## src/verilog/memTestPkg.sv

```systemverilog
/*
 * Memory exerciser shared definitions
 * Default widths, display geometry, script length and port select type
 */

package memTestPkg;

	// Default RAM word width
	localparam int dataWidth = 16;

	// Default RAM address width, 1024 words
	localparam int addrWidth = 10;

	// Number of steps in the fixed script
	localparam int stepCount = 6;

	// Hex digits shown on the display
	localparam int digitCount = 4;

	// Segments per digit, a through g
	localparam int segWidth = 7;

	// Which RAM port feeds the display
	typedef enum logic {
		portA = 1'b0,
		portB = 1'b1
	} portSel;

endpackage

```

## src/verilog/memoryExerciser.sv

```systemverilog
/*
 * Memory exerciser sequencer
 * Runs the fixed six-step read/write script on both RAM ports per request
 */

`timescale 1ns/1ps

module memoryExerciser import memTestPkg::*; #(
	parameter int dataWidth = memTestPkg::dataWidth,
	parameter int addrWidth = memTestPkg::addrWidth
) (
	input  logic                 clk,
	input  logic                 rst,
	input  logic                 req,
	output logic                 ack,
	output logic [addrWidth-1:0] addressA,
	output logic [addrWidth-1:0] addressB,
	output logic [dataWidth-1:0] dataInA,
	output logic [dataWidth-1:0] dataInB,
	output logic                 weA,
	output logic                 weB,
	output portSel               displaySelect,
	output logic                 readValid
);

	// RAM read plus display register
	localparam int pipeDepth = 2;

	// Step count at which ack is raised
	localparam int lastStep = stepCount + pipeDepth;
	localparam int stepBits = $clog2(lastStep + 1);

	typedef enum logic [1:0] {
		stateIdle,
		stateRun,
		stateDone
	} stateT;

	stateT state;
	logic [stepBits-1:0] step;

	// Current step is a script step, not pipeline drain
	logic inScript;

	// Decoded drives for the current step
	logic [addrWidth-1:0] stepAddrA;
	logic [addrWidth-1:0] stepAddrB;
	logic [dataWidth-1:0] stepDataA;
	logic [dataWidth-1:0] stepDataB;
	logic                 stepWeA;
	logic                 stepWeB;
	portSel               stepSelect;

	// Select and valid issued with the addresses
	portSel issueSelect;
	logic   issueValid;

	assign inScript = (state == stateRun) && (step < stepBits'(stepCount));

	// Script decode
	// Each step reads one port and may write the other
	always_comb begin
		stepAddrA  = '0;
		stepAddrB  = '0;
		stepDataA  = '0;
		stepDataB  = '0;
		stepWeA    = 1'b0;
		stepWeB    = 1'b0;
		stepSelect = portA;
		case (step)
			// Read A at 0
			stepBits'(0): begin
				stepAddrA  = addrWidth'(0);
				stepSelect = portA;
			end
			// Read B at 1
			stepBits'(1): begin
				stepAddrB  = addrWidth'(1);
				stepSelect = portB;
			end
			// Read B at 2, write 4 to 0 on A
			stepBits'(2): begin
				stepAddrB  = addrWidth'(2);
				stepAddrA  = addrWidth'(0);
				stepDataA  = dataWidth'(4);
				stepWeA    = 1'b1;
				stepSelect = portB;
			end
			// Read back 0 on A, write 5 to 600 on B
			stepBits'(3): begin
				stepAddrA  = addrWidth'(0);
				stepAddrB  = addrWidth'(600);
				stepDataB  = dataWidth'(5);
				stepWeB    = 1'b1;
				stepSelect = portA;
			end
			// Read back 600 on A, put 1 back at 0 on B
			stepBits'(4): begin
				stepAddrA  = addrWidth'(600);
				stepAddrB  = addrWidth'(0);
				stepDataB  = dataWidth'(1);
				stepWeB    = 1'b1;
				stepSelect = portA;
			end
			// Read B at 5, clear 600 on A
			stepBits'(5): begin
				stepAddrB  = addrWidth'(5);
				stepAddrA  = addrWidth'(600);
				stepDataA  = dataWidth'(0);
				stepWeA    = 1'b1;
				stepSelect = portB;
			end
			default: begin
				stepSelect = portA;
			end
		endcase
	end

	// Control FSM and step counter
	always_ff @(posedge clk) begin
		if (rst) begin
			state <= stateIdle;
			step  <= '0;
			ack   <= 1'b0;
		end else begin
			case (state)
				stateIdle: begin
					if (req) begin
						state <= stateRun;
						step  <= '0;
					end
				end
				// Six script steps then two drain cycles
				stateRun: begin
					if (step == stepBits'(lastStep)) begin
						state <= stateDone;
						ack   <= 1'b1;
					end else begin
						step <= step + 1'b1;
					end
				end
				// Hold ack until the requester lets go
				stateDone: begin
					if (!req) begin
						state <= stateIdle;
						ack   <= 1'b0;
					end
				end
				default: begin
					state <= stateIdle;
				end
			endcase
		end
	end

	// Write enables, valid and select pipeline
	always_ff @(posedge clk) begin
		if (rst) begin
			weA           <= 1'b0;
			weB           <= 1'b0;
			issueValid    <= 1'b0;
			issueSelect   <= portA;
			readValid     <= 1'b0;
			displaySelect <= portA;
		end else begin
			weA           <= inScript && stepWeA;
			weB           <= inScript && stepWeB;
			issueValid    <= inScript;
			issueSelect   <= stepSelect;
			// One more stage to meet the RAM output
			readValid     <= issueValid;
			displaySelect <= issueSelect;
		end
	end

	// Address and write data registers
	always_ff @(posedge clk) begin
		addressA <= stepAddrA;
		addressB <= stepAddrB;
		dataInA  <= stepDataA;
		dataInB  <= stepDataB;
	end

endmodule

```

## config.mk

```make
export PLATFORM = sky130hd
export DESIGN_NAME = memoryExerciser
export DESIGN_NICKNAME = d
export VERILOG_FILES = /design/src/verilog/memTestPkg.sv /design/src/verilog/memoryExerciser.sv
export SDC_FILE = /design/constraint.sdc
export NUM_CORES = 1
export LEC_CHECK = 0
export BUFFER_PORTS_ARGS = -buffer_cell sky130_fd_sc_hd__buf_2
export CELL_PAD_IN_SITES_DETAIL_PLACEMENT = 2
export CELL_PAD_IN_SITES_GLOBAL_PLACEMENT = 2
export CORE_ASPECT_RATIO = 1.4
export CORE_MARGIN = 2
export CORE_UTILIZATION = 25
export CTS_CLUSTER_DIAMETER = 120
export DETAILED_ROUTE_END_ITERATION = 10
export PLACE_DENSITY = 0.79
export SLEW_MARGIN = 20
export SYNTH_ARGS = -nofsm -noshare
export SYNTH_HDL_FRONTEND = slang
export SYNTH_SLANG_ARGS = --single-unit
```

## constraint.sdc

```tcl
create_clock -name clk -period 4.5 [get_ports clk]
set_clock_uncertainty 0.1 [all_clocks]
set_input_delay 0.9 -clock clk [delete_from_list [all_inputs] [get_ports clk]]
set_output_delay 0.9 -clock clk [all_outputs]
set_load 0.02 [all_outputs]
```

# Word level (Yosys, flattened, before mapping)
# Index checks and enable logic that the tools add are counted.
[word_totals]
register_bits = 65
word_cells = 57
input_bits = 3
[classes]
n_reduce_logical = 13
n_eq_ne = 12
mux = 17
addsub = 1
magnitude_cmp = 1
[ops]
columns = ["cell", "n"]
rows = [
  ["$pmux 10 s4", 1],
  ["$mux 10", 1],
  ["$reduce_and 3->1", 3],
  ["$eq 4x2->1 const B", 2],
  ["$eq 4x3->1 const B", 2],
  ["$mux 4", 2],
  ["$pmux 4 s2", 1],
  ["$mux 2", 3],
  ["$ne 2x2->1 const B", 3],
  ["$pmux 2 s3", 1],
  ["$pmux 3 s2", 1],
  ["$reduce_or 2->1", 3],
  ["$mux 1", 5],
  ["$add 4x1->4 const B", 1],
  ["$eq 4x1->1 const B", 1],
  ["$eq 4x4->1 const B", 1],
  ["$lt 4x3->1 const B", 1],
  ["$reduce_bool 2->1", 2],
  ["$logic_and 1x1->1", 3],
  ["$mux 3", 1],
  ["$reduce_or 3->1", 1],
  ["$eq 2x1->1 const B", 1],
  ["$eq 2x2->1 const B", 1],
  ["$logic_not 2->1", 1],
  ["other kinds (2)", 2],
]

# Longest topological paths before layout
# Gate-level depths: netlist of the first run.
[logic_depth]
word_depth = 4
depth_mapped = 5
depth_no_buf = 5

# Worst setup path before layout of the first run
# No wires, ideal clock.
[synth_timing]
path_kind = "flip-flop to output port"
startpoint = "register, netlist name addressB[6]"
endpoint = "output port addressB[4]"
t_required_ps = 3500
path_buffers = 1
path_stages_with_launch = 2
path_slack_ps = 2839
arrival_time_ps = 661
cell_sequence = "dfxtp_1 -> buf_4"
[synth_lines]
columns = ["element", "line_no", "source"]
rows = [
  ["end: declaration", "memoryExerciser.sv:17", "output logic [addrWidth-1:0] addressB,"],
]

# Final worst setup path of the first run
[layout_timing]
startpoint = "register step[1]"
endpoint = "register step[2]"
[layout_via]
elab_chain_cells = 3
word_cells_on_any_way = 6
classes_between = "add/sub (1); eq/ne (2); mux (2); reduce/logical (1)"
[layout_lines]
columns = ["element", "line_no", "source"]
rows = [
  ["start: declaration", "memoryExerciser.sv:40", "logic [stepBits-1:0] step;"],
  ["start signal: assignment", "memoryExerciser.sv:139", "step <= step + 1'b1;"],
  ["$add 4x1->4 or $eq 4x4->1 (tied branches)", "memoryExerciser.sv:139, memoryExerciser.sv:135", ""],
  ["$mux 4 or $ne 2x2->1 (tied branches)", "n/a", ""],
  ["$pmux 4 s2 or $reduce_and 3->1 (tied branches)", "n/a", ""],
]
# Several ways; a longest one is shown, not always the timed one. The select of a mux whose other input is x is not followed.
# A chain may end at the register's enable or synchronous reset.

==> flow_summary.json, run 1 <==
{
  "grtUsageTotal_pct": 8.90,
  "gp_congestion": 0.668,
  "setup_ws_ns": 2.65,
  "tns_ns": 0,
  "root_buffer": "clkbuf_8",
  "path_class": "reg2reg",
  "yosys_warnings": 0,
  "num_rows": 28,
  "min_from": "issueValid",
  "multiInputGateArea_um2": 464,
  "r2r-start": "step[1]",
  "critPathMaxFanout": 6,
  "rsz0062_at_grt": "false",
  "syn_avg_cell_area_um2": 8.90,
  "total_power_uw": 345,
  "n_fill_cell": 499,
  "clk_pin_slew_worst_paths_ns": 0.07,
  "drt-pass1-iter-count": 3,
  "cap_viol_max_count": 0,
  "peakVddDrop_uv": 74.6,
  "ant_nets": 0,
  "cts_hold_buf": 0,
  "grt_pass1_wl_mm": 3.17,
  "yosysMostFrequentCell": "buf_4",
  "post-place-ws_ns": 2.64,
  "antenna_found_initial": 0,
  "hold_viol_final": 0,
  "synth-edff-count": 0,
  "yosys.area.top_type_share_pct": 35.0,
  "drcViolationCount": 0,
  "seq_area_um2": 380,
  "synth_area_leaders": "dfxtp_1 (35%), buf_4 (32%), ha_1 (4.6%), a21oi_1 (3.2%), nor2_1 (2.4%)",
  "yosys_register_bits": 19,
  "num_io_pins": 60,
  "cts_buffers": 3,
  "initial_core_util_pct": 25.8,
  "routed_wirelength_mm": 2.14,
  "fmax_ghz": 0.542,
  "crit_start": "step[1]",
  "vias_per_cell": 3.97,
  "clock_sinks": 19,
  "drive_gt1_share_pct": 20.0,
  "slew_viol_final": 0,
  "drt_iter0_drc": 11,
  "coreArea_mm2": 0.00420,
  "cts_tree": "built",
  "hold_path.class": "reg2reg",
  "max-clock-path-buffers": 2,
  "p_leak_uw": 0.000533,
  "fin_crit_sh_pct": 41.0,
  "ys.flop_type": "dfxtp_1",
  "synth_top_area_cell": "dfxtp_1",
  "cp_data_arrival_time_ns": 1.94,
  "htree_levels": 1,
  "status": "complete, no violations",
  "io_buffers": 21,
  "async_flop_share_pct": 0,
  "die_width_um": 59.7,
  "worstPathRequired_ns": 4.59,
  "grt-ovfl-total": 0,
  "critPathCaptureType": "flip-flop",
  "timing.final.crit_period_ns": 1.85,
  "dr_total_vias": 715,
  "ys_seq_area_share_pct": 35.0,
  "powerDensity_mw_per_mm2": 323,
  "cp-start-kind": "flip-flop",
  "final_nets": 143,
  "syn_to_final_growth_pct": -1.73,
  "grt_pass1_vias": 671,
  "dpl.hpwl_mm": 1.75,
  "setup_viol": 0,
  "cts_setup_buffers": 0,
  "synthDistinctLibCells": 29,
  "clk_latency_ns": 0.26,
  "die_h_um": 82.0,
  "grt_max_degree": 13,
  "synthTopCellsByCount": "buf_4 (46), dfxtp_1 (19), a21oi_1 (7), nor2_1 (7)",
  "die-area_mm2": 0.00489,
  "synthCells": 122,
  "routedWlPerCell_um": 11.9,
  "ctsResizeCount": 0,
  "netlist_area_mm2": 0.00109,
  "hold_ws_ns": 0.342,
  "diodes": 0
}
[flip-flops by register name, summed over array words and instances, names as in the netlist]
name	flops
addressB	4
readValid	1
addressA	1
step	4
ack	1
issueValid	1
weB	1
weA	1
state	2
issueSelect	1
dataInB	1
displaySelect	1
[power by group]
| group | internal [uW] | switching [uW] |
|---|---|---|
| Clock | 61.6 | 56.4 |
| Combinational | 8.14 | 42.6 |
| Sequential | 173 | 3.39 |
| Total | 242 | 102 |
[cells in the final DEF, fill, tap and decap left out]
cell type and count:
conb_1 38, buf_2 21, dfxtp_1 19, nor2_1 7, a21oi_1 7, inv_1 4
o21ai_0 4, ha_1 4, nor3b_1 3, nor2b_1 3, nand2_1 3, nand3_1 3
clkbuf_8 3, nand3b_1 2, nand2b_1 1, and2_1 1, and4b_4 1, o21bai_1 1
o31ai_1 1, or4b_1 1, nor4bb_1 1, nor2b_2 1, o211ai_1 1, a41oi_1 1
a311oi_1 1, a211oi_1 1, nor3_1 1, clkinv_2 1
[metal layers]
layer  vias to the layer above  GRT usage [%]  part of all wire (%)
li1                        339              -                     -
met1                       328           8.62                    36
met2                        43           16.6                    53
met3                         5           1.89                   7.7
met4                         0           5.33                   2.3
met5                         -              0                     0
[critical path, stage by stage, from the launching register on]
cell and delay (ns):
dfxtp_1 0.44, inv_1 0.11, ha_1 0.26, and4b_4 0.23
or4b_1 0.47, a21oi_1 0.16
[cell type report]
cell class / count / share of cell area (%)
Multi-Input combinational cell: 87 / 43.5
Sequential cell: 19 / 35.6
Timing Repair Buffer: 21 / 9.85
Tap cell: 45 / 5.28
Clock buffer: 3 / 3.87
Inverter: 4 / 1.41
Clock inverter: 1 / 0.469
[final timing paths]
| path | depth (start not counted) | to | slack (ns) |
|---|---|---|---|
| max | 5 | step[2] | 2.65 |
| min | 1 | readValid | 0.34 |
| max reg2reg | 5 | step[2] | 2.65 |
| min reg2reg | 1 | readValid | 0.34 |
[logic make-up after synthesis]
kind of cell	share of synthesized area, %
compound gates	9.45
fa+ha+maj	4.61
buf+inv	35.0
flops	35.0
other cells	0.345
simple gates	15.6
[through the flow]
stage          instance area (um^2)  cells  utilization [%]
2_1_floorplan                  1220    159                -
3_3_place_gp                   1020    176             24.3
3_5_place_dp                   1020    176             24.3
4_1_cts                        1070    180             25.4
5_1_grt                        1070    180             25.4
6_report                       1070    180             25.4
(Power assumes the default switching activity.)
==> inputs of run 2 (changes only) <==
Settings changed: ABC_AREA set to 1, CORE_UTILIZATION 25 to 23, PLACE_DENSITY 0.79 to 0.75.
Clock period 4.5 ns to 1.7 ns, I/O delays scaled along.
==> run 2 against run 1 <==
  * Wire length down 4.5%
  * Clock-buffer cell count up 1
  * Global-route usage down 1.3 points
  * Register-to-register slack worse by 2.3 ns
==> flow_summary.json, run 2 <==
{
  "status": "complete, no violations",
  "synth-edff-count": 0,
  "grt-ovfl-total": 0,
  "grt_pass1_vias": 716,
  "hold_path.class": "in2reg",
  "syn_avg_cell_area_um2": 8.00,
  "die-area_mm2": 0.00538,
  "final_core_util_pct": 24.3,
  "num_rows": 29,
  "cpMaxStageDelayCell": "dfxtp_1",
  "ys.flop_type": "dfxtp_1",
  "setup_viol": 0,
  "clk_pin_slew_worst_paths_ns": 0.07,
  "critPathBufInv": 1,
  "synth_area_leaders": "dfxtp_1 (34%), buf_4 (31%), nand2_1 (6.1%), ha_1 (4.5%), inv_1 (4.1%)",
  "die_width_um": 62.5,
  "fin_crit_sh_pct": 81.7,
  "tns_ns": 0,
  "fmax_ghz": 0.720,
  "dp.cells": 210,
  "path_common_cell": "nand2_1",
  "die_h_um": 86.0,
  "cp-start-kind": "flip-flop",
  "drcViolationCount": 0,
  "root_buffer": "clkbuf_8",
  "path_class": "reg2reg",
  "min_path_cells": 3,
  "cts_tree": "built",
  "top_regs": "addressB (4), step (4), state (2)",
  "drive_gt1_share_pct": 22.4,
  "netlist_area_mm2": 0.00110,
  "initial_core_util_pct": 24.1,
  "coreArea_mm2": 0.00457,
  "rsz0062_at_grt": "false",
  "critPathCaptureType": "flip-flop",
  "cap_viol_max_count": 0,
  "cp_top_family": "flip-flops",
  "io_buffers": 21,
  "routedWlPerCell_um": 9.53,
  "drt_iter0_drc": 12,
  "grtUsageTotal_pct": 7.63,
  "ys_seq_area_share_pct": 34.5,
  "mostFrequentLayoutCells": "conb_1 (38), buf_2 (21), dfxtp_1 (19), nand2_1 (18), inv_1 (12)",
  "antenna_found_initial": 0,
  "yosys.area.top_type_share_pct": 34.5,
  "synthCells": 138,
  "max-clock-path-buffers": 2,
  "dpl.hpwl_mm": 1.66,
  "ant_nets": 0,
  "cts_hold_buf": 0,
  "yosys_warnings": 0,
  "drt-pass1-iter-count": 4,
  "synthDistinctLibCells": 21,
  "instances_no_fill": 214,
  "gp_congestion": 0.805,
  "dr_total_vias": 763,
  "peakVddDrop_uv": 240,
  "clk_latency_ns": 0.26,
  "synthTopCellsByCount": "buf_4 (46), dfxtp_1 (19), nand2_1 (18)",
  "slowest_delay_ns": 0.43,
  "vias_per_cell": 3.57,
  "htree_levels": 1,
  "layout_commonest_cell": "conb_1",
  "cp_data_arrival_time_ns": 1.48,
  "powerDensity_mw_per_mm2": 845,
  "clock_sinks": 19,
  "syn_to_final_growth_pct": 0.567,
  "routed_wirelength_mm": 2.04,
  "p_leak_uw": 0.000600,
  "cp.depth": 7,
  "ctsResizeCount": 0,
  "cts_buffers": 3,
  "grt_max_degree": 11,
  "r2r_cells": 7,
  "critPathMaxFanout": 7,
  "yosysMostFrequentCell": "buf_4",
  "grt_pass1_wl_mm": 3.20,
  "yosys_register_bits": 19,
  "final_nets": 160,
  "synth_top_area_cell": "dfxtp_1",
  "total_power_uw": 938,
  "worstPathRequired_ns": 1.79,
  "diodes": 0,
  "path_cells": "inv_1, ha_1, nand3_2, nand2_4, nand2_1, nand2_1, a21oi_1",
  "slew_viol_final": 0,
  "timing.final.crit_period_ns": 1.39,
  "hold_viol_final": 0,
  "async_flop_share_pct": 0,
  "cts_setup_buffers": 0,
  "num_io_pins": 60
}
==> run 2: kinds of logic after synthesis <==
family	Yosys count	share of synthesized area [%]
buffers and inverters	64	38.1
and+or+nand+nor	38	16.3
DFF	19	34.5
AOI/OAI and AO/OA	12	6.24
adders and majority gates	4	4.54
other	1	0.340
==> run 2: power by group <==
part | leakage (uW) | switching (uW) | internal (uW)
combinational | 0.000423 | 130 | 24.7
clock | 0.0000228 | 149 | 167
sequential | 0.000154 | 8.65 | 460
total | 0.000600 | 287 | 651
==> run 2: layer usage <==
metal	wire length, um	track usage, %
met3	177	1.18
met4	57	4.85
met5	0	0
met1	659	6.90
met2	1140	15.4
==> run 2: layout make-up <==
class,count,area [um^2]
Fill cell,586,3460
Multi-Input combinational cell,92,442
Sequential cell,19,380
Timing Repair Buffer,21,105
Tap cell,62,77.6
Inverter,16,60.1
Clock buffer,4,45.0
==> run 2: metrics by stage <==
stage | area, um^2 | worst slack (ns) | hold slack, ns
2_1_floorplan | 1240 | 0.467 | 0.288
3_3_place_gp | 1060 | 0.343 | 0.294
3_5_place_dp | 1060 | 0.334 | 0.299
4_1_cts | 1110 | 0.295 | 0.275
5_1_grt | 1110 | 0.193 | 0.284
6_report | 1110 | 0.311 | 0.275
==> run 2: path summary, 6_finish.rpt <==
kind	from	end	slack, ns
worst max register to register	step[0]	step[2]	0.31
worst max-delay path	step[0]	step[2]	0.31
worst min register to register	issueValid	readValid	0.30
worst min-delay path	req	state[1]	0.27
==> run 2: worst reg2reg max path, stage by stage (launching register included) <==
cell     delay [ns]
dfxtp_1        0.43
inv_1          0.12
ha_1           0.25
nand3_2        0.10
nand2_4        0.07
nand2_1        0.09
nand2_1        0.06
a21oi_1        0.11
==> inputs of run 3 (changes only) <==
Settings changed: CORE_UTILIZATION 23 to 21, PLACE_DENSITY 0.75 to 0.73.
Clock period 1.7 ns to 1.2 ns, I/O delays scaled along.
==> run 3 against run 2 <==
  * Final cell count rose by 6.5%
  * Critical path depth did not move
  * Via count rose by 6.9%
  * Power increased by 50%
==> flow_summary.json, run 3 (synthesis results as in run 2) <==
{
  "path_cells": "inv_4, ha_4, nand3_4, nand2_8, nand2_4, nand2_2, a21oi_2",
  "htree_levels": 1,
  "diodes": 0,
  "gp_congestion": 0.790,
  "top_regs": "addressB (4), step (4), state (2)",
  "io_buffers": 21,
  "drt-pass1-iter-count": 2,
  "antenna_found_initial": 0,
  "routed_wirelength_mm": 2.47,
  "worstPathRequired_ns": 1.29,
  "critPathCaptureType": "flip-flop",
  "ant_nets": 0,
  "stdcell_area_mm2": 0.00131,
  "grt-ovfl-total": 0,
  "clk_latency_ns": 0.26,
  "p_leak_uw": 0.000660,
  "coreArea_mm2": 0.00512,
  "die_width_um": 65.3,
  "peakVddDrop_uv": 303,
  "cap_viol_max_count": 0,
  "powerDensity_mw_per_mm2": 1080,
  "grt_pass1_vias": 753,
  "cp_data_arrival_time_ns": 1.29,
  "path_class": "reg2reg",
  "dpl.hpwl_mm": 1.79,
  "drcViolationCount": 0,
  "die_h_um": 89.8,
  "clock_sinks": 19,
  "tns_ns": 0,
  "grt_pass1_wl_mm": 3.60,
  "setup_ws_ns": 0.00241,
  "cpMaxStageDelayCell": "dfxtp_4",
  "total_power_uw": 1410,
  "layout_commonest_cell": "conb_1",
  "n_fill_cell": 630,
  "status": "complete, no violations",
  "cts_hold_buf": 0,
  "drt_iter0_drc": 11,
  "mostFrequentLayoutCells": "conb_1 (38), buf_2 (21), dfxtp_1 (14), nand2_1 (13), buf_4 (10)",
  "multiInputGateArea_um2": 543,
  "rsz0062_at_grt": "true",
  "critPathBufInv": 1,
  "max-clock-path-buffers": 2,
  "final_nets": 170,
  "critPathMaxFanout": 7,
  "cp-start-kind": "flip-flop",
  "grt_max_degree": 11,
  "seq_area_um2": 392,
  "cp_top_family": "flip-flops",
  "hold_viol_final": 0,
  "fin_crit_sh_pct": 99.8,
  "post-place-ws_ns": -0.0996,
  "setup_viol": 0,
  "cts_buffers": 3,
  "slew_viol_final": 0,
  "die-area_mm2": 0.00586,
  "fmax_ghz": 0.835,
  "vias_per_cell": 3.58,
  "num_rows": 31,
  "final_core_util_pct": 25.5,
  "dpl_cell_area_mm2": 0.00112,
  "timing.final.crit_period_ns": 1.20,
  "cts_tree": "built",
  "grtUsageTotal_pct": 8.16,
  "drive_gt1_share_pct": 43.2,
  "dr_total_vias": 816,
  "slowest_delay_ns": 0.38,
  "root_buffer": "clkbuf_8",
  "clk_pin_slew_worst_paths_ns": 0.07,
  "hold_path.class": "in2reg",
  "initial_core_util_pct": 21.6,
  "num_io_pins": 60,
  "syn_to_final_growth_pct": 18.5,
  "routedWlPerCell_um": 10.9
}
[run 3: cell types whose count changed in the layout (fill, tap and decap cells not counted), moves of 3 or more]
cell	previous run	this run
inv_2	4	7
dfxtp_2	0	3
ha_1	4	1
inv_1	12	7
a21oi_2	1	5
buf_4	0	10
nand2_2	0	4
a21oi_1	7	3
nand2_1	18	13
dfxtp_1	19	14
[run 3: final cells by class]
| type | count | share of cell area (%) |
|---|---|---|
| clock buffers | 4 | 3.44 |
| inverters | 16 | 4.98 |
| multi-input cells | 92 | 41.5 |
| flip-flops and latches | 19 | 30.0 |
| well taps | 66 | 6.32 |
| repair buffers | 31 | 13.8 |
[run 3: through the flow]
stage / std cells / hold WS [ns]
2_1_floorplan: 175 / 0.288
3_3_place_gp: 221 / 0.292
3_5_place_dp: 221 / 0.301
4_1_cts: 227 / 0.170
5_1_grt: 228 / 0.178
6_report: 228 / 0.167
[run 3: worst paths after layout]
check / startpoint / endpoint / slack, ns / cells past startpoint
worst max-delay path: step[1] / step[2] / 0.002 / 7
worst min-delay path: req / state[1] / 0.17 / 3
worst max register to register: step[1] / step[2] / 0.002 / 7
worst min register to register: issueValid / readValid / 0.31 / 2
[run 3: worst min-delay path: cells and delay by family]
family	cells	cell delay [ns]
AOI/OAI and AO/OA	1	0.06
and+or+nand+nor	1	0.07
buffers and inverters	1	0.11
[run 3: power by group]
part	leakage [uW]	switching [uW]	internal [uW]	total (uW)
logic	0.000481	219	75.4	295
registers	0.000157	14.3	651	666
clock network	0.0000228	211	237	448
total	0.000660	445	963	1410
[run 3: per-layer routing]
metal / part of all wire, % / vias up / track usage [%] / routed length (um)
met5: 0 / - / 0 / 0
met1: 30 / 384 / 7.29 / 753
met4: 2.1 / 0 / 3.65 / 51
met3: 8.0 / 5 / 1.88 / 198
li1: - / 386 / - / -
met2: 59 / 41 / 16.3 / 1470
[run 3: timing repair]
item | CTS | global route
pin swaps | 1 | 9
endpoints found under the setup margin | 5 | 11
hold endpoints to repair | 0 | 0
resized for setup | 10 | 26
buffers inserted | 2 | 1
