### config.mk
export PLATFORM = sky130hd
export DESIGN_NAME = resultDisplay
export DESIGN_NICKNAME = d
export VERILOG_FILES = /design/src/verilog/memTestPkg.sv /design/src/verilog/resultDisplay.sv
export SDC_FILE = /design/constraint.sdc
export NUM_CORES = 1
export LEC_CHECK = 0
export ABC_AREA = 0
export BUFFER_PORTS_ARGS = -buffer_cell sky130_fd_sc_hd__buf_2
export CAP_MARGIN = 20
export CELL_PAD_IN_SITES_DETAIL_PLACEMENT = 1
export CELL_PAD_IN_SITES_GLOBAL_PLACEMENT = 2
export CORE_AREA = 2 2 93 95
export CTS_BUF_LIST = sky130_fd_sc_hd__clkbuf_2 sky130_fd_sc_hd__clkbuf_4 sky130_fd_sc_hd__clkbuf_8
export CTS_CLUSTER_DIAMETER = 30
export DETAILED_ROUTE_END_ITERATION = 8
export DIE_AREA = 0 0 95 97
export PLACE_DENSITY_LB_ADDON = 0.1
export REMOVE_ABC_BUFFERS = 1
export SETUP_SLACK_MARGIN = 0.3
export SYNTH_ARGS = -nofsm -noshare
export SYNTH_HDL_FRONTEND = slang
export SYNTH_SLANG_ARGS = --single-unit
### constraint.sdc
create_clock -name clk -period 4 [get_ports clk]
set_input_delay 0.6 -clock clk [delete_from_list [all_inputs] [get_ports clk]]
set_output_delay 0.6 -clock clk [all_outputs]
set_load 0.02 [all_outputs]
### src/verilog/memTestPkg.sv
/*
 * Memory exerciser shared definitions
 * Default widths, display geometry, script length and port select type
 */

package memTestPkg;

	// Default RAM word width
	localparam int dataWidth = 16;

	// Default RAM address width, 1024 words
	localparam int addrWidth = 10;

	// Number of steps in the fixed script
	localparam int stepCount = 6;

	// Hex digits shown on the display
	localparam int digitCount = 4;

	// Segments per digit, a through g
	localparam int segWidth = 7;

	// Which RAM port feeds the display
	typedef enum logic {
		portA = 1'b0,
		portB = 1'b1
	} portSel;

endpackage

### src/verilog/resultDisplay.sv
/*
 * Result display
 * Registers the selected RAM read word and decodes it to hex segments
 */

`timescale 1ns/1ps

module resultDisplay import memTestPkg::*; #(
	parameter int dataWidth = memTestPkg::dataWidth
) (
	input  logic                           clk,
	input  logic                           rst,
	input  logic [dataWidth-1:0]           dataOutA,
	input  logic [dataWidth-1:0]           dataOutB,
	input  portSel                         displaySelect,
	input  logic                           readValid,
	output logic [dataWidth-1:0]           shown,
	output logic                           shownValid,
	output logic [digitCount*segWidth-1:0] segments
);

	// Hex nibble to segments, bit 0 is a, bit 6 is g
	function automatic logic [segWidth-1:0] hexToSeg(input logic [3:0] nibble);
		logic [segWidth-1:0] seg;
		case (nibble)
			4'h0: seg = 7'h3f;
			4'h1: seg = 7'h06;
			4'h2: seg = 7'h5b;
			4'h3: seg = 7'h4f;
			4'h4: seg = 7'h66;
			4'h5: seg = 7'h6d;
			4'h6: seg = 7'h7d;
			4'h7: seg = 7'h07;
			4'h8: seg = 7'h7f;
			4'h9: seg = 7'h6f;
			4'ha: seg = 7'h77;
			4'hb: seg = 7'h7c;
			4'hc: seg = 7'h39;
			4'hd: seg = 7'h5e;
			4'he: seg = 7'h79;
			default: seg = 7'h71;
		endcase
		return seg;
	endfunction

	// Capture only valid reads, hold the last word otherwise
	always_ff @(posedge clk) begin
		if (rst) begin
			shown      <= '0;
			shownValid <= 1'b0;
		end else begin
			shownValid <= readValid;
			if (readValid) begin
				shown <= (displaySelect == portB) ? dataOutB : dataOutA;
			end
		end
	end

	// Digit 0 is the low nibble
	always_comb begin
		for (int d = 0; d < digitCount; d++) begin
			segments[d*segWidth +: segWidth] = hexToSeg(shown[d*4 +: 4]);
		end
	end

endmodule

# Yosys cells after proc, flatten, opt, wreduce, memory -nomap -nowiden
# Memory sizes are Yosys's and may differ from the RTL's. A register that Yosys moved wholly into a read port is not among the register bits.
# Cells that the tools add are included.
# totals
regBits	17
mem_bits_ro	448
inputBits	36
out_inout_bits	45
elab_cells	15
memories	4
# classes
muxes	9
# memory_table
memory	depth	word_bits	rd	rd_clocked_by_memory_dff	wr	line_no	source
(no name shown)	16	7	1	1	0	resultDisplay.sv:25	case (nibble)
(no name shown)	16	7	1	1	0	resultDisplay.sv:25	
(no name shown)	16	7	1	1	0	resultDisplay.sv:25	
(no name shown)	16	7	1	1	0	resultDisplay.sv:25	
# op_table
cell	n
$mux W4	8
$mux W16	1

# Depth between registers and ports, before layout
# Gate-level depths: netlist (run 1).
# logic_depth
ltp_word	3
mapped_depth	12
depth_no_buf	9

# Worst setup path after synthesis (run 1)
# No wires, ideal clock.
# synth_path
kind	input-to-reg
startpoint	input displaySelect
endpoint	register segments[24] (netlist name)
setup_time_ns	0.121
arrival_ns	2.288
required_ns	3.879
slack_ns	1.591
path_stages	10
path_buffers	3
path_cell_list	buf_4 > buf_12 > buf_2 > mux2i_1 > a21oi_1 > and2_1 > inv_1 > ha_1 > mux2i_1 > mux2_2
# synth_between
elab_chain_len	3
# synth_lines
item	line_no	source
start, declared	resultDisplay.sv:15	input portSel displaySelect,
$mux W16	resultDisplay.sv:54	shown <= (displaySelect == portB) ? dataOutB : dataOutA;
$mux W4 (no line) (2 in a row)	-	
# No other way between the ends.
# A chain may end at the register's enable or synchronous reset.

# Worst setup path after layout (run 1)
# layout_path
startpoint	input readValid
endpoint	register segments[10] (netlist name)
# layout_between
elab_chain_len	2
# layout_lines
item	line_no	source
start, declared	resultDisplay.sv:16	input logic readValid,
$mux W4 (no line) (2 in a row)	-	
# No other way between the ends.

==> out/results.md, run 1 <==
| Metric | This run | Unit |
|:---|:---|:---|
| Net switching power | 390 | uW |
| Area Growth Syn to Fin | 20.7 | % |
| Crit-path most repeated cell | sky130_fd_sc_hd__inv_1 | - |
| CTS H-tree depth | 2 | - |
| Clock tree from TritonCTS | built | - |
| Largest family of logic cells by synthesized area | compound AO/OA/AOI/OAI gates | - |
| Worst Setup Path Type | in -> reg | - |
| Count of endpoints failing hold in the final timing report | 0 | - |
| Share of the synthesized area in compound gates (AO/OA/AOI/OAI) | 18.2 | % |
| Hold Path Stages | 2 | - |
| Overflow left after global routing | 0 | - |
| Detailed Routing Iterations Pass 1 | 4 | - |
| Power Dens Cells | 372 | nW/um^2 |
| Minimum period implied by the final worst setup slack | 2.62 | ns |
| Critical hold path startpoint | shown[1] | - |
| Adder and majority gate portion of the synthesized area | 12.9 | % |
| Post_cts resized | 0 | - |
| Count of standard-cell rows | 33 | - |
| Vertical die dimension | 97 | um |
| Dominant synthesized flop cell | sky130_fd_sc_hd__dfxtp_1 | - |
| Element type at the critical path end | register | - |
| Part of the cycle the worst path needs | 65.6 | % |
| Reg-to-Reg End | segments[10] | - |
| Max FO, Critical Path | 50 | - |
| CP max-delay cell | sky130_fd_sc_hd__buf_2 | - |
| Area share of the largest cell type after synthesis | 33.1 | % |
| Post-synth EDFFs | 0 | - |
| Detailed-route wire length | 7000 | um |
| Clk network pwr share | 30.6 | % |
| Placeable core area | 8130 | um^2 |
| Die ar. | 9220 | um^2 |
| Clock skew | 0.0102 | ns |
| Yosys reg bits | 45 | - |
| Path depth of the worst reg2reg path | 7 | - |
| P_int | 834 | uW |
| CTS buffer count | 5 | - |
| Worst Path Required | 4.19 | ns |
| Final HPWL DP | 5260 | um |
| Antenna violations before repair | 0 | - |
| Share of synthesized area occupied by flip-flops and latches | 33.1 | % |
| Number of instances in the synthesized netlist | 289 | - |
| Post-Synth Simple-Gate Area | 14.9 | % |
| Global-route wire length before repair | 11800 | um |
| Top post-synthesis cells by area | sky130_fd_sc_hd__dfxtp_1 33%, sky130_fd_sc_hd__ha_1 13%, sky130_fd_sc_hd__mux2i_1 7.7%, sky130_fd_sc_hd__mux2_2 6.2%, sky130_fd_sc_hd__nor2_1 4.4% | - |
| Flop pwr share | 41.5 | % |
| Via count of the first global-routing pass | 2349 | - |
| Average vias per placed instance | 5.05 | - |
| R2r startpoint | shown[4] | - |
| CTS clk-pin slew, worst paths | 0.10 | ns |
| Starting DRT DRC Count | 36 | - |
| Synth unique cells | 39 | - |
| Reg-to-reg setup timing slack | 2.16 | ns |
| Count of input and output buffers | 80 | - |
| Top post-synthesis cells by count | 45 x sky130_fd_sc_hd__dfxtp_1, 32 x sky130_fd_sc_hd__nor2_1, 28 x sky130_fd_sc_hd__ha_1 | - |
| Detailed-route via count | 2353 | - |
| Worst setup SP type | input port | - |
| Setup repair after global routing missed its margin | false | - |
| Worst-case headroom to the max-slew limit | 38.1 | % |
| Number of synthesis warnings | 0 | - |
| Maximum buffer depth of the clock tree | 2 | - |
| Initial core utilization | 33.5 | % |
| Leakage power | 1.48 | nW |
| Maximum achievable frequency | 381 | MHz |
| CTS Root Buffer Type | sky130_fd_sc_hd__clkbuf_8 | - |
| Worst-case hold path end point | shown[1] | - |
| Net count, final | 424 | - |
| Horiz. Die Dim | 95 | um |
| Source-to-sink clock delay at the later pin of the worst-skew pair | 0.30 | ns |
| Netlist area before placement | 2720 | um^2 |
| Final weighted congestion in routability-driven placement | 0.787 | - |
| Per-instance average area after synthesis | 9.42 | um^2 |
| Number of remaining DRC errors | 0 | - |
| Pin count of the biggest net entering global routing | 51 | - |
| Cell total after placement | 458 | - |
| Status | completed | - |
| Worst min path class | reg -> reg | - |
| Cell chain of the critical path | buf_2 > nor2_1 > a211oi_1 > inv_1 > ha_1 > inv_1 > mux2i_1 > a22o_1 | - |
| Ant. Diodes | 0 | - |
| Number of non-filler instances in the completed layout | 466 | - |
| Fraction of layout cells with a size suffix above 1 | 30.2 | % |
| Worst Max-Slew Pin Slew | 0.929 | ns |
| Max stage delay on crit path | 0.70 | ns |
| Overall track demand over capacity in global routing | 15.9 | % |
| Crit path DAT | 2.81 | ns |
| Smallest hold slack | 0.543 | ns |
| Part of the total power dissipated in combinational logic | 27.8 | % |
| Post-synthesis share of cell area spent on xor and xnor gates | 0 | % |
| Number of sinks driven by the clock tree | 45 | - |
| Portion of netlist area occupied by mux cells | 15.3 | % |
| Routed length per placed instance | 15.0 | um |
| Largest area contributor in the netlist | sky130_fd_sc_hd__dfxtp_1 | - |
| Max IR drop VDD | 0.000156 | V |
| Number of pins exceeding their max-slew limit in the final report | 0 | - |
| Hold buffers post-CTS | 0 | - |
| Post-route ant nets | 0 | - |
| Postcts setup bufs | 0 | - |
| Final setup TNS | 0 | ns |
| Net Sw Frac | 31.9 | % |
| Num ports | 81 | - |
| Synth async-reset ratio | 0 | % |
| Total of max-cap violations | 0 | - |
| Final-report setup violation count | 0 | - |
| Cell with the most instances after synthesis | sky130_fd_sc_hd__dfxtp_1 | - |
## critical path: cells and delay by family
| family | cells | cell delay [ns] |
|---|---|---|
| adders and majority gates | 1 | 0.32 |
| muxes | 1 | 0.06 |
| and+or+nand+nor | 1 | 0.18 |
| AOI/OAI and AO/OA | 2 | 0.74 |
| buffers and inverters | 3 | 0.90 |
## placed cells by master, fill, tap and decap left out, types with 2 or more instances in the layout
cell	count
sky130_fd_sc_hd__a211oi_2	2
sky130_fd_sc_hd__nor3_1	10
sky130_fd_sc_hd__nand2_1	5
sky130_fd_sc_hd__nor4bb_1	3
sky130_fd_sc_hd__a21o_1	6
sky130_fd_sc_hd__nor3b_1	4
sky130_fd_sc_hd__clkbuf_8	6
sky130_fd_sc_hd__nor2b_1	3
sky130_fd_sc_hd__a32oi_1	2
sky130_fd_sc_hd__mux2_2	15
sky130_fd_sc_hd__nor4b_1	3
sky130_fd_sc_hd__and3_1	2
sky130_fd_sc_hd__inv_1	16
sky130_fd_sc_hd__mux2i_1	21
sky130_fd_sc_hd__o311ai_0	2
sky130_fd_sc_hd__o211ai_1	4
sky130_fd_sc_hd__a21oi_1	16
sky130_fd_sc_hd__a221oi_1	6
sky130_fd_sc_hd__o21ai_0	9
sky130_fd_sc_hd__dfxtp_1	45
sky130_fd_sc_hd__and3b_1	3
sky130_fd_sc_hd__nor4_1	4
sky130_fd_sc_hd__and2_1	6
sky130_fd_sc_hd__nor2_1	32
sky130_fd_sc_hd__a211oi_1	15
sky130_fd_sc_hd__buf_2	80
sky130_fd_sc_hd__a211o_1	2
sky130_fd_sc_hd__ha_1	28
## cell families after synthesis
family,count (synthesis)
simple gates,76
compound gates,69
flops,45
mux,38
buf+inv,33
fa+ha+maj,28
## cell type report
class	instances	area, um^2
clock buffers	7	90.1
well taps	105	131
inverters	16	60.1
multi-input cells	211	1660
flip-flops and latches	45	901
clock inverters	1	30.0
fillers	988	4850
repair buffers	81	408
## through the flow
step | area [um^2] | utilization [%] | worst slack (ns) | total power, mW
3_5_place_dp | 3160 | 38.9 | 1.02 | 0.862
4_1_cts | 3280 | 40.4 | 1.34 | 1.25
3_3_place_gp | 3160 | 38.9 | 1.09 | 0.860
5_1_grt | 3280 | 40.4 | 1.01 | 1.30
2_1_floorplan | 2630 | - | 2.03 | 0.734
6_report | 3280 | 40.4 | 1.38 | 1.22
## power groups by stage
stage | Clock [mW] | Sequential, mW | Combinational (mW)
2_1_floorplan | 0 | 0.576 | 0.158
3_3_place_gp | 0 | 0.518 | 0.342
3_5_place_dp | 0 | 0.519 | 0.343
4_1_cts | 0.391 | 0.509 | 0.345
5_1_grt | 0.404 | 0.514 | 0.380
6_report | 0.375 | 0.508 | 0.340
## sequential cells by signal, summed over array words and instances (netlist names)
signal and cells:
shown 16, shownValid 1, segments 28
## how the worst max path moves through the flow
stage,startpoint,to,slack [ns]
floorplan,displaySelect,segments[10],2.03
global placement,readValid,segments[27],1.09
detailed placement,readValid,segments[14],1.02
CTS,readValid,segments[8],1.34
global route,readValid,segments[8],1.01
finish,readValid,segments[10],1.38
## routing by layer
| layer | up-vias | track usage, % | wire length (um) |
|---|---|---|---|
| li1 | 1186 | - | - |
| met1 | 1117 | 22.1 | 3460 |
| met2 | 45 | 25.3 | 3200 |
| met3 | 5 | 2.96 | 268 |
| met4 | 0 | 3.68 | 70 |
| met5 | - | 0 | 0 |
No activity file was read; power rests on OpenSTA's default activity.
==> run 2, diff against run 1 <==
Settings changed: CORE_AREA 2 2 93 95 to 2 2 96 98, DIE_AREA 0 0 95 97 to 0 0 98 100.
Clock period 4 ns to 2.45 ns, I/O delays scaled along.
==> run 2 against run 1 <==
Effect of this change: die area increased by 6.3%; worst hold slack got worse by 0.045 ns; highest routed layer unchanged; first-iteration DRC count decreased by 19%; design area increased by 3.9%; routed wire length increased by 7.3%; critical path depth increased by 3; sequential share of layout area decreased by 1.0 points; power increased by 58%; core utilization decreased by 2.0 points; non-clock buffer count increased by 17; flip-flop and latch count unchanged.
==> out/results.md, run 2 (same netlist as run 1, synthesis figures left out) <==
| Metric | This run | Unit |
|:---|:---|:---|
| Status | completed | - |
| Postcts setup bufs | 0 | - |
| Register area | 901 | um^2 |
| Leakage power | 1.56 | nW |
| Worst Setup Path Type | in -> reg | - |
| Hold buffers post-CTS | 0 | - |
| Net count, final | 441 | - |
| Maximum achievable frequency | 509 | MHz |
| Most common cell after layout, fill and taps aside | sky130_fd_sc_hd__buf_2 | - |
| Source-to-sink clock delay at the later pin of the worst-skew pair | 0.29 | ns |
| Detailed-route wire length | 7510 | um |
| Post-route ant nets | 0 | - |
| Starting DRT DRC Count | 29 | - |
| Commonest non-fill, non-tap cells in the layout | 80 x sky130_fd_sc_hd__buf_2, 45 x sky130_fd_sc_hd__dfxtp_1, 32 x sky130_fd_sc_hd__nor2_1, 28 x sky130_fd_sc_hd__ha_1, 21 x sky130_fd_sc_hd__mux2i_1 | - |
| CTS clk-pin slew, worst paths | 0.09 | ns |
| R2r startpoint | shown[12] | - |
| # fillers | 1079 | - |
| Ant. Diodes | 0 | - |
| Post_cts resized | 0 | - |
| Overflow left after global routing | 0 | - |
| Count of input and output buffers | 80 | - |
| Worst Path Required | 2.68 | ns |
| Final setup TNS | 0 | ns |
| Clock tree from TritonCTS | built | - |
| Detailed-route via count | 2445 | - |
| Vertical die dimension | 100 | um |
| Number of pins exceeding their max-slew limit in the final report | 0 | - |
| Overall track demand over capacity in global routing | 15.3 | % |
| Max IR drop VDD | 0.000197 | V |
| Pin count of the biggest net entering global routing | 36 | - |
| Num ports | 81 | - |
| Final HPWL DP | 5810 | um |
| Final-report setup violation count | 0 | - |
| Average vias per placed instance | 5.00 | - |
| Final weighted congestion in routability-driven placement | 0.788 | - |
| Area used by multi-input combinational logic | 1660 | um^2 |
| Minimum period implied by the final worst setup slack | 1.96 | ns |
| Worst setup SP type | input port | - |
| Worst Max-Slew Pin Slew | 0.594 | ns |
| Hold Path Stages | 3 | - |
| Antenna violations before repair | 0 | - |
| CTS Root Buffer Type | sky130_fd_sc_hd__clkbuf_8 | - |
| Reg-to-Reg End | segments[27] | - |
| Maximum buffer depth of the clock tree | 2 | - |
| Detailed Routing Iterations Pass 1 | 4 | - |
| Worst-case headroom to the max-slew limit | 60.2 | % |
| Total of max-cap violations | 0 | - |
| Path depth of the worst reg2reg path | 9 | - |
| Count of endpoints failing hold in the final timing report | 0 | - |
| Placeable core area | 8890 | um^2 |
| Max FO, Critical Path | 9 | - |
| Part of the cycle the worst path needs | 80.2 | % |
| Via count of the first global-routing pass | 2459 | - |
| Number of sinks driven by the clock tree | 45 | - |
| Largest register FFs | 28 | - |
| Die ar. | 9800 | um^2 |
| Crit path DAT | 2.19 | ns |
| Count of standard-cell rows | 35 | - |
| Global-route wire length before repair | 12200 | um |
| Reg-to-reg setup timing slack | 0.70 | ns |
| Number of remaining DRC errors | 0 | - |
| Fraction of layout cells with a size suffix above 1 | 33.3 | % |
| Routed length per placed instance | 15.4 | um |
| CTS buffer count | 5 | - |
| Clock skew | 0.00321 | ns |
| Initial core utilization | 30.6 | % |
| Area Growth Syn to Fin | 25.4 | % |
| Worst-case hold path end point | shown[4] | - |
| Element type at the critical path end | register | - |
| Power Dens Cells | 568 | nW/um^2 |
| Smallest hold slack | 0.498 | ns |
| Horiz. Die Dim | 98 | um |
| Worst min path class | in -> reg | - |
| Critical hold path startpoint | dataOutA[4] | - |
| CTS H-tree depth | 2 | - |
| Setup repair after global routing missed its margin | false | - |
## run 2: cell count changes in the layout (fill, tap and decap cells not counted), sizes merged
cell    previous run  this run
clkinv             0         1
buf               81        98
bufinv             1         0
## run 2: worst max-delay path by stage
stage | to | startpoint | slack (ns) | cells past startpoint
3_3_place_gp | segments[13] | displaySelect | 0.19 | 8
4_1_cts | segments[27] | displaySelect | 0.50 | 11
6_report | segments[27] | displaySelect | 0.49 | 11
5_1_grt | segments[4] | readValid | 0.33 | 7
3_5_place_dp | segments[27] | displaySelect | 0.16 | 11
2_1_floorplan | segments[10] | displaySelect | 0.71 | 7
## run 2: power breakdown
| part | leakage (nW) | internal, mW | total [mW] | switching, mW |
|---|---|---|---|---|
| sequential | 0.375 | 0.805 | 0.830 | 0.0250 |
| clock | 0.0542 | 0.256 | 0.522 | 0.267 |
| combinational | 1.13 | 0.236 | 0.585 | 0.350 |
## run 2: metrics by stage
stage / setup WS, ns / total power [mW] / cells / utilization [%] / instance area, um^2
global placement: 0.190 / 1.44 / 481 / 37.3 / 3310
finish: 0.486 / 1.94 / 489 / 38.4 / 3410
global route: 0.325 / 2.07 / 489 / 38.4 / 3410
CTS: 0.496 / 1.98 / 489 / 38.4 / 3410
detailed placement: 0.160 / 1.44 / 481 / 37.3 / 3310
floorplan: 0.708 / 1.20 / 272 / - / 2630
## run 2: critical path, cell delays in order
cell                       delay (ns)
sky130_fd_sc_hd__buf_2           0.23
sky130_fd_sc_hd__buf_4           0.19
sky130_fd_sc_hd__mux2i_1         0.08
sky130_fd_sc_hd__a21oi_1         0.27
sky130_fd_sc_hd__and2_1          0.25
sky130_fd_sc_hd__inv_1           0.11
sky130_fd_sc_hd__ha_1            0.21
sky130_fd_sc_hd__inv_1           0.07
sky130_fd_sc_hd__a211oi_1        0.05
sky130_fd_sc_hd__a211o_1         0.23
sky130_fd_sc_hd__a21oi_1         0.13
## run 2: area by class of cell
class                      count  share of cell area, %
tap                          111                   4.07
sequential                    45                   26.4
clock inverter                 1                  0.147
clock buffer                   7                   2.82
multi-input combinational    211                   48.8
timing repair buffer          98                   16.1
inverter                      16                   1.76
## run 2: per-layer routing
| layer | track usage [%] | part of all wire [%] |
|---|---|---|
| met3 | 3.34 | 4.5 |
| met1 | 20.4 | 48 |
| met2 | 25.5 | 47 |
| met5 | 0 | 0 |
| met4 | 3.74 | 0.97 |
==> run 3, diff against run 2 <==
Settings changed: ABC_AREA 0 to 1, CORE_AREA 2 2 96 98 to 2 2 100 102, DIE_AREA 0 0 98 100 to 0 0 102 104.
Clock period 2.45 ns to 1.85 ns, I/O delays scaled along.
==> run 3 against run 2 <==
Effect of this change: clock skew about the same; non-clock buffer count decreased by 1; first-iteration DRC count increased by 17%; count of clock-buffer cells in the layout increased by 1; worst setup slack got worse by 0.096 ns; final cell count increased by 22%; critical path depth decreased by 3; core utilization decreased by 1.2 points; routed wire length increased by 2.9%; critical path type is now reg -> reg.
==> out/results.md, run 3 <==
| Metric | This run | Unit |
|:---|:---|:---|
| Maximum buffer depth of the clock tree | 2 | - |
| Routed length per placed instance | 12.9 | um |
| Most common cell after layout, fill and taps aside | sky130_fd_sc_hd__nand2_1 | - |
| Power Dens Cells | 734 | nW/um^2 |
| Synth unique cells | 27 | - |
| CTS clk-pin slew, worst paths | 0.08 | ns |
| Global-route track usage on met1 | 19.7 | % |
| Netlist area before placement | 2820 | um^2 |
| Element type at the critical path end | register | - |
| Detailed-route via count | 2666 | - |
| Top post-synthesis cells by area | sky130_fd_sc_hd__dfxtp_1 32%, sky130_fd_sc_hd__nand2_1 17%, sky130_fd_sc_hd__ha_1 12%, sky130_fd_sc_hd__nand3_1 6.7%, sky130_fd_sc_hd__inv_1 4.5% | - |
| Worst min path class | in -> reg | - |
| Worst setup SP type | register | - |
| Detailed-route wire length | 7730 | um |
| Final HPWL DP | 6250 | um |
| Cell with the most instances after synthesis | sky130_fd_sc_hd__nand2_1 | - |
| Met2 Use GR | 25.8 | % |
| Global-route wire length before repair | 12900 | um |
| Initial core utilization | 29.5 | % |
| Placed instance area | 3400 | um^2 |
| Final setup TNS | 0 | ns |
| Yosys reg bits | 45 | - |
| Worst-case headroom to the max-slew limit | 81.4 | % |
| Overflow left after global routing | 0 | - |
| Adder and majority gate portion of the synthesized area | 12.4 | % |
| Setup repair after global routing missed its margin | true | - |
| Dominant synthesized flop cell | sky130_fd_sc_hd__dfxtp_1 | - |
| Share of synthesized area occupied by flip-flops and latches | 31.9 | % |
| Per-instance average area after synthesis | 7.58 | um^2 |
| Overall track demand over capacity in global routing | 15.3 | % |
| Count of standard-cell rows | 36 | - |
| Net count, final | 528 | - |
| Placeable core area | 9550 | um^2 |
| Post-synth EDFFs | 0 | - |
| Number of instances in the synthesized netlist | 372 | - |
| Worst Max-Slew Pin Slew | 0.278 | ns |
| Reg-to-reg setup timing slack | 0.39 | ns |
| Clock skew | 0.00332 | ns |
| Crit path DAT | 1.66 | ns |
| Most used routing layer in global routing | met2 | - |
| Largest register FFs | 28 | - |
| Status | completed | - |
| Post-Synth Simple-Gate Area | 39.7 | % |
| Part of the cycle the worst path needs | 78.9 | % |
| Final instance area | 3550 | um^2 |
| Final weighted congestion in routability-driven placement | 0.768 | - |
| Count of input and output buffers | 80 | - |
| Ant. Diodes | 0 | - |
| Number of sinks driven by the clock tree | 45 | - |
| Starting DRT DRC Count | 34 | - |
| Leakage power | 1.82 | nW |
| Via count of the first global-routing pass | 2684 | - |
| Minimum period implied by the final worst setup slack | 1.46 | ns |
| Number of synthesis warnings | 0 | - |
| Portion of netlist area occupied by mux cells | 0 | % |
| Share of the synthesized area in compound gates (AO/OA/AOI/OAI) | 5.68 | % |
| Detailed Routing Iterations Pass 1 | 4 | - |
| CTS buffer count | 5 | - |
| Num ports | 81 | - |
| CTS Root Buffer Type | sky130_fd_sc_hd__clkbuf_8 | - |
| Worst Path Required | 2.05 | ns |
| Area Growth Syn to Fin | 25.8 | % |
| Horiz. Die Dim | 102 | um |
| Pin count of the biggest net entering global routing | 19 | - |
| Source-to-sink clock delay at the later pin of the worst-skew pair | 0.31 | ns |
| Number of remaining DRC errors | 0 | - |
| # fillers | 1220 | - |
| Post-synthesis share of cell area spent on xor and xnor gates | 0 | % |
| Largest family of logic cells by synthesized area | simple AND/OR/NAND/NOR gates | - |
| Synth async-reset ratio | 0 | % |
| Number of pins exceeding their max-slew limit in the final report | 0 | - |
| Max FO, Critical Path | 3 | - |
| Fraction of layout cells with a size suffix above 1 | 34.6 | % |
| Max IR drop VDD | 0.000269 | V |
| Maximum achievable frequency | 685 | MHz |
| Count of endpoints failing hold in the final timing report | 0 | - |
| Final-report setup violation count | 0 | - |
| Largest area contributor in the netlist | sky130_fd_sc_hd__dfxtp_1 | - |
| Average vias per placed instance | 4.46 | - |
| Vertical die dimension | 104 | um |
| Fraction of met3 tracks used by global routing | 3.02 | % |
| Total of max-cap violations | 0 | - |
| Die ar. | 10600 | um^2 |
| Worst Setup Path Type | reg -> reg | - |
| Commonest non-fill, non-tap cells in the layout | 123 x sky130_fd_sc_hd__nand2_1, 80 x sky130_fd_sc_hd__buf_2, 44 x sky130_fd_sc_hd__dfxtp_1, 38 x sky130_fd_sc_hd__nand3_1, 32 x sky130_fd_sc_hd__inv_1 | - |
| Clock tree from TritonCTS | built | - |
| Area share of the largest cell type after synthesis | 31.9 | % |
| Antenna violations before repair | 0 | - |
| CTS H-tree depth | 2 | - |
| Post-route ant nets | 0 | - |
| Top post-synthesis cells by count | 126 x sky130_fd_sc_hd__nand2_1, 45 x sky130_fd_sc_hd__dfxtp_1, 38 x sky130_fd_sc_hd__nand3_1 | - |
==> run 3: layout make-up <==
cell class / count / area, um^2 / area share [%]
Sequential cell: 45 / 902 / 25.4
Tap cell: 133 / 166 / 4.69
Inverter: 41 / 166 / 4.69
Timing Repair Buffer: 97 / 553 / 15.6
Clock buffer: 8 / 91.3 / 2.57
Multi-Input combinational cell: 274 / 1670 / 47.1
==> run 3: per-layer routing <==
layer	part of all wire, %	up-vias
li1	-	1381
met4	1.2	0
met2	47	52
met5	0	-
met3	4.0	5
met1	47	1228
==> run 3: power breakdown <==
part / total (mW) / switching, mW / internal (mW) / leakage (nW)
combinational: 0.829 / 0.532 / 0.296 / 1.40
clock: 0.661 / 0.348 / 0.313 / 0.0498
sequential: 1.11 / 0.0329 / 1.08 / 0.377
total: 2.60 / 0.913 / 1.69 / 1.82
==> run 3: timing repair <==
| action | in CTS | in global routing |
|---|---|---|
| resized for setup | 2 | 12 |
| hold buffers | 0 | 0 |
| endpoints found under the setup margin | 1 | 10 |
| pin swaps | 0 | 4 |
| setup buffers | 0 | 2 |
==> run 3: cells by family (layout without fill, tap and decap cells) <==
logic type / count (synthesis) / after routing
flops: 45 / 45
buf+inv: 53 / 146
simple gates: 223 / 223
compound gates: 23 / 23
fa+ha+maj: 28 / 28
==> run 3: final timing paths <==
check | endpoint | depth (start not counted) | start
max reg2reg | segments[22] | 8 | shown[12]
min reg2reg | shown[0] | 2 | shown[0]
min | shown[12] | 2 | rst
max | segments[22] | 8 | shown[12]
==> run 3: critical path: stages (launching register included) <==
cell	delay (ns)
sky130_fd_sc_hd__dfxtp_2	0.34
sky130_fd_sc_hd__or2_1	0.11
sky130_fd_sc_hd__nand2_2	0.07
sky130_fd_sc_hd__nor2_4	0.11
sky130_fd_sc_hd__inv_2	0.05
sky130_fd_sc_hd__buf_4	0.13
sky130_fd_sc_hd__ha_1	0.30
sky130_fd_sc_hd__o21ai_0	0.17
sky130_fd_sc_hd__nand2_1	0.07
==> run 3: per-stage QoR <==
| step | setup slack (ns) | utilization (%) | power, mW | hold slack, ns | cells |
|---|---|---|---|---|---|
| after floorplan | 0.112 | - | 1.66 | 0.350 | 360 |
| after CTS | 0.311 | 36.6 | 2.65 | 0.208 | 596 |
| final | 0.390 | 37.2 | 2.60 | 0.232 | 598 |
| after global routing | 0.295 | 37.2 | 2.79 | 0.246 | 598 |
| after global placement | 0.0153 | 35.6 | 1.96 | 0.524 | 588 |
| after detailed placement | 0.00522 | 35.6 | 1.96 | 0.537 | 588 |
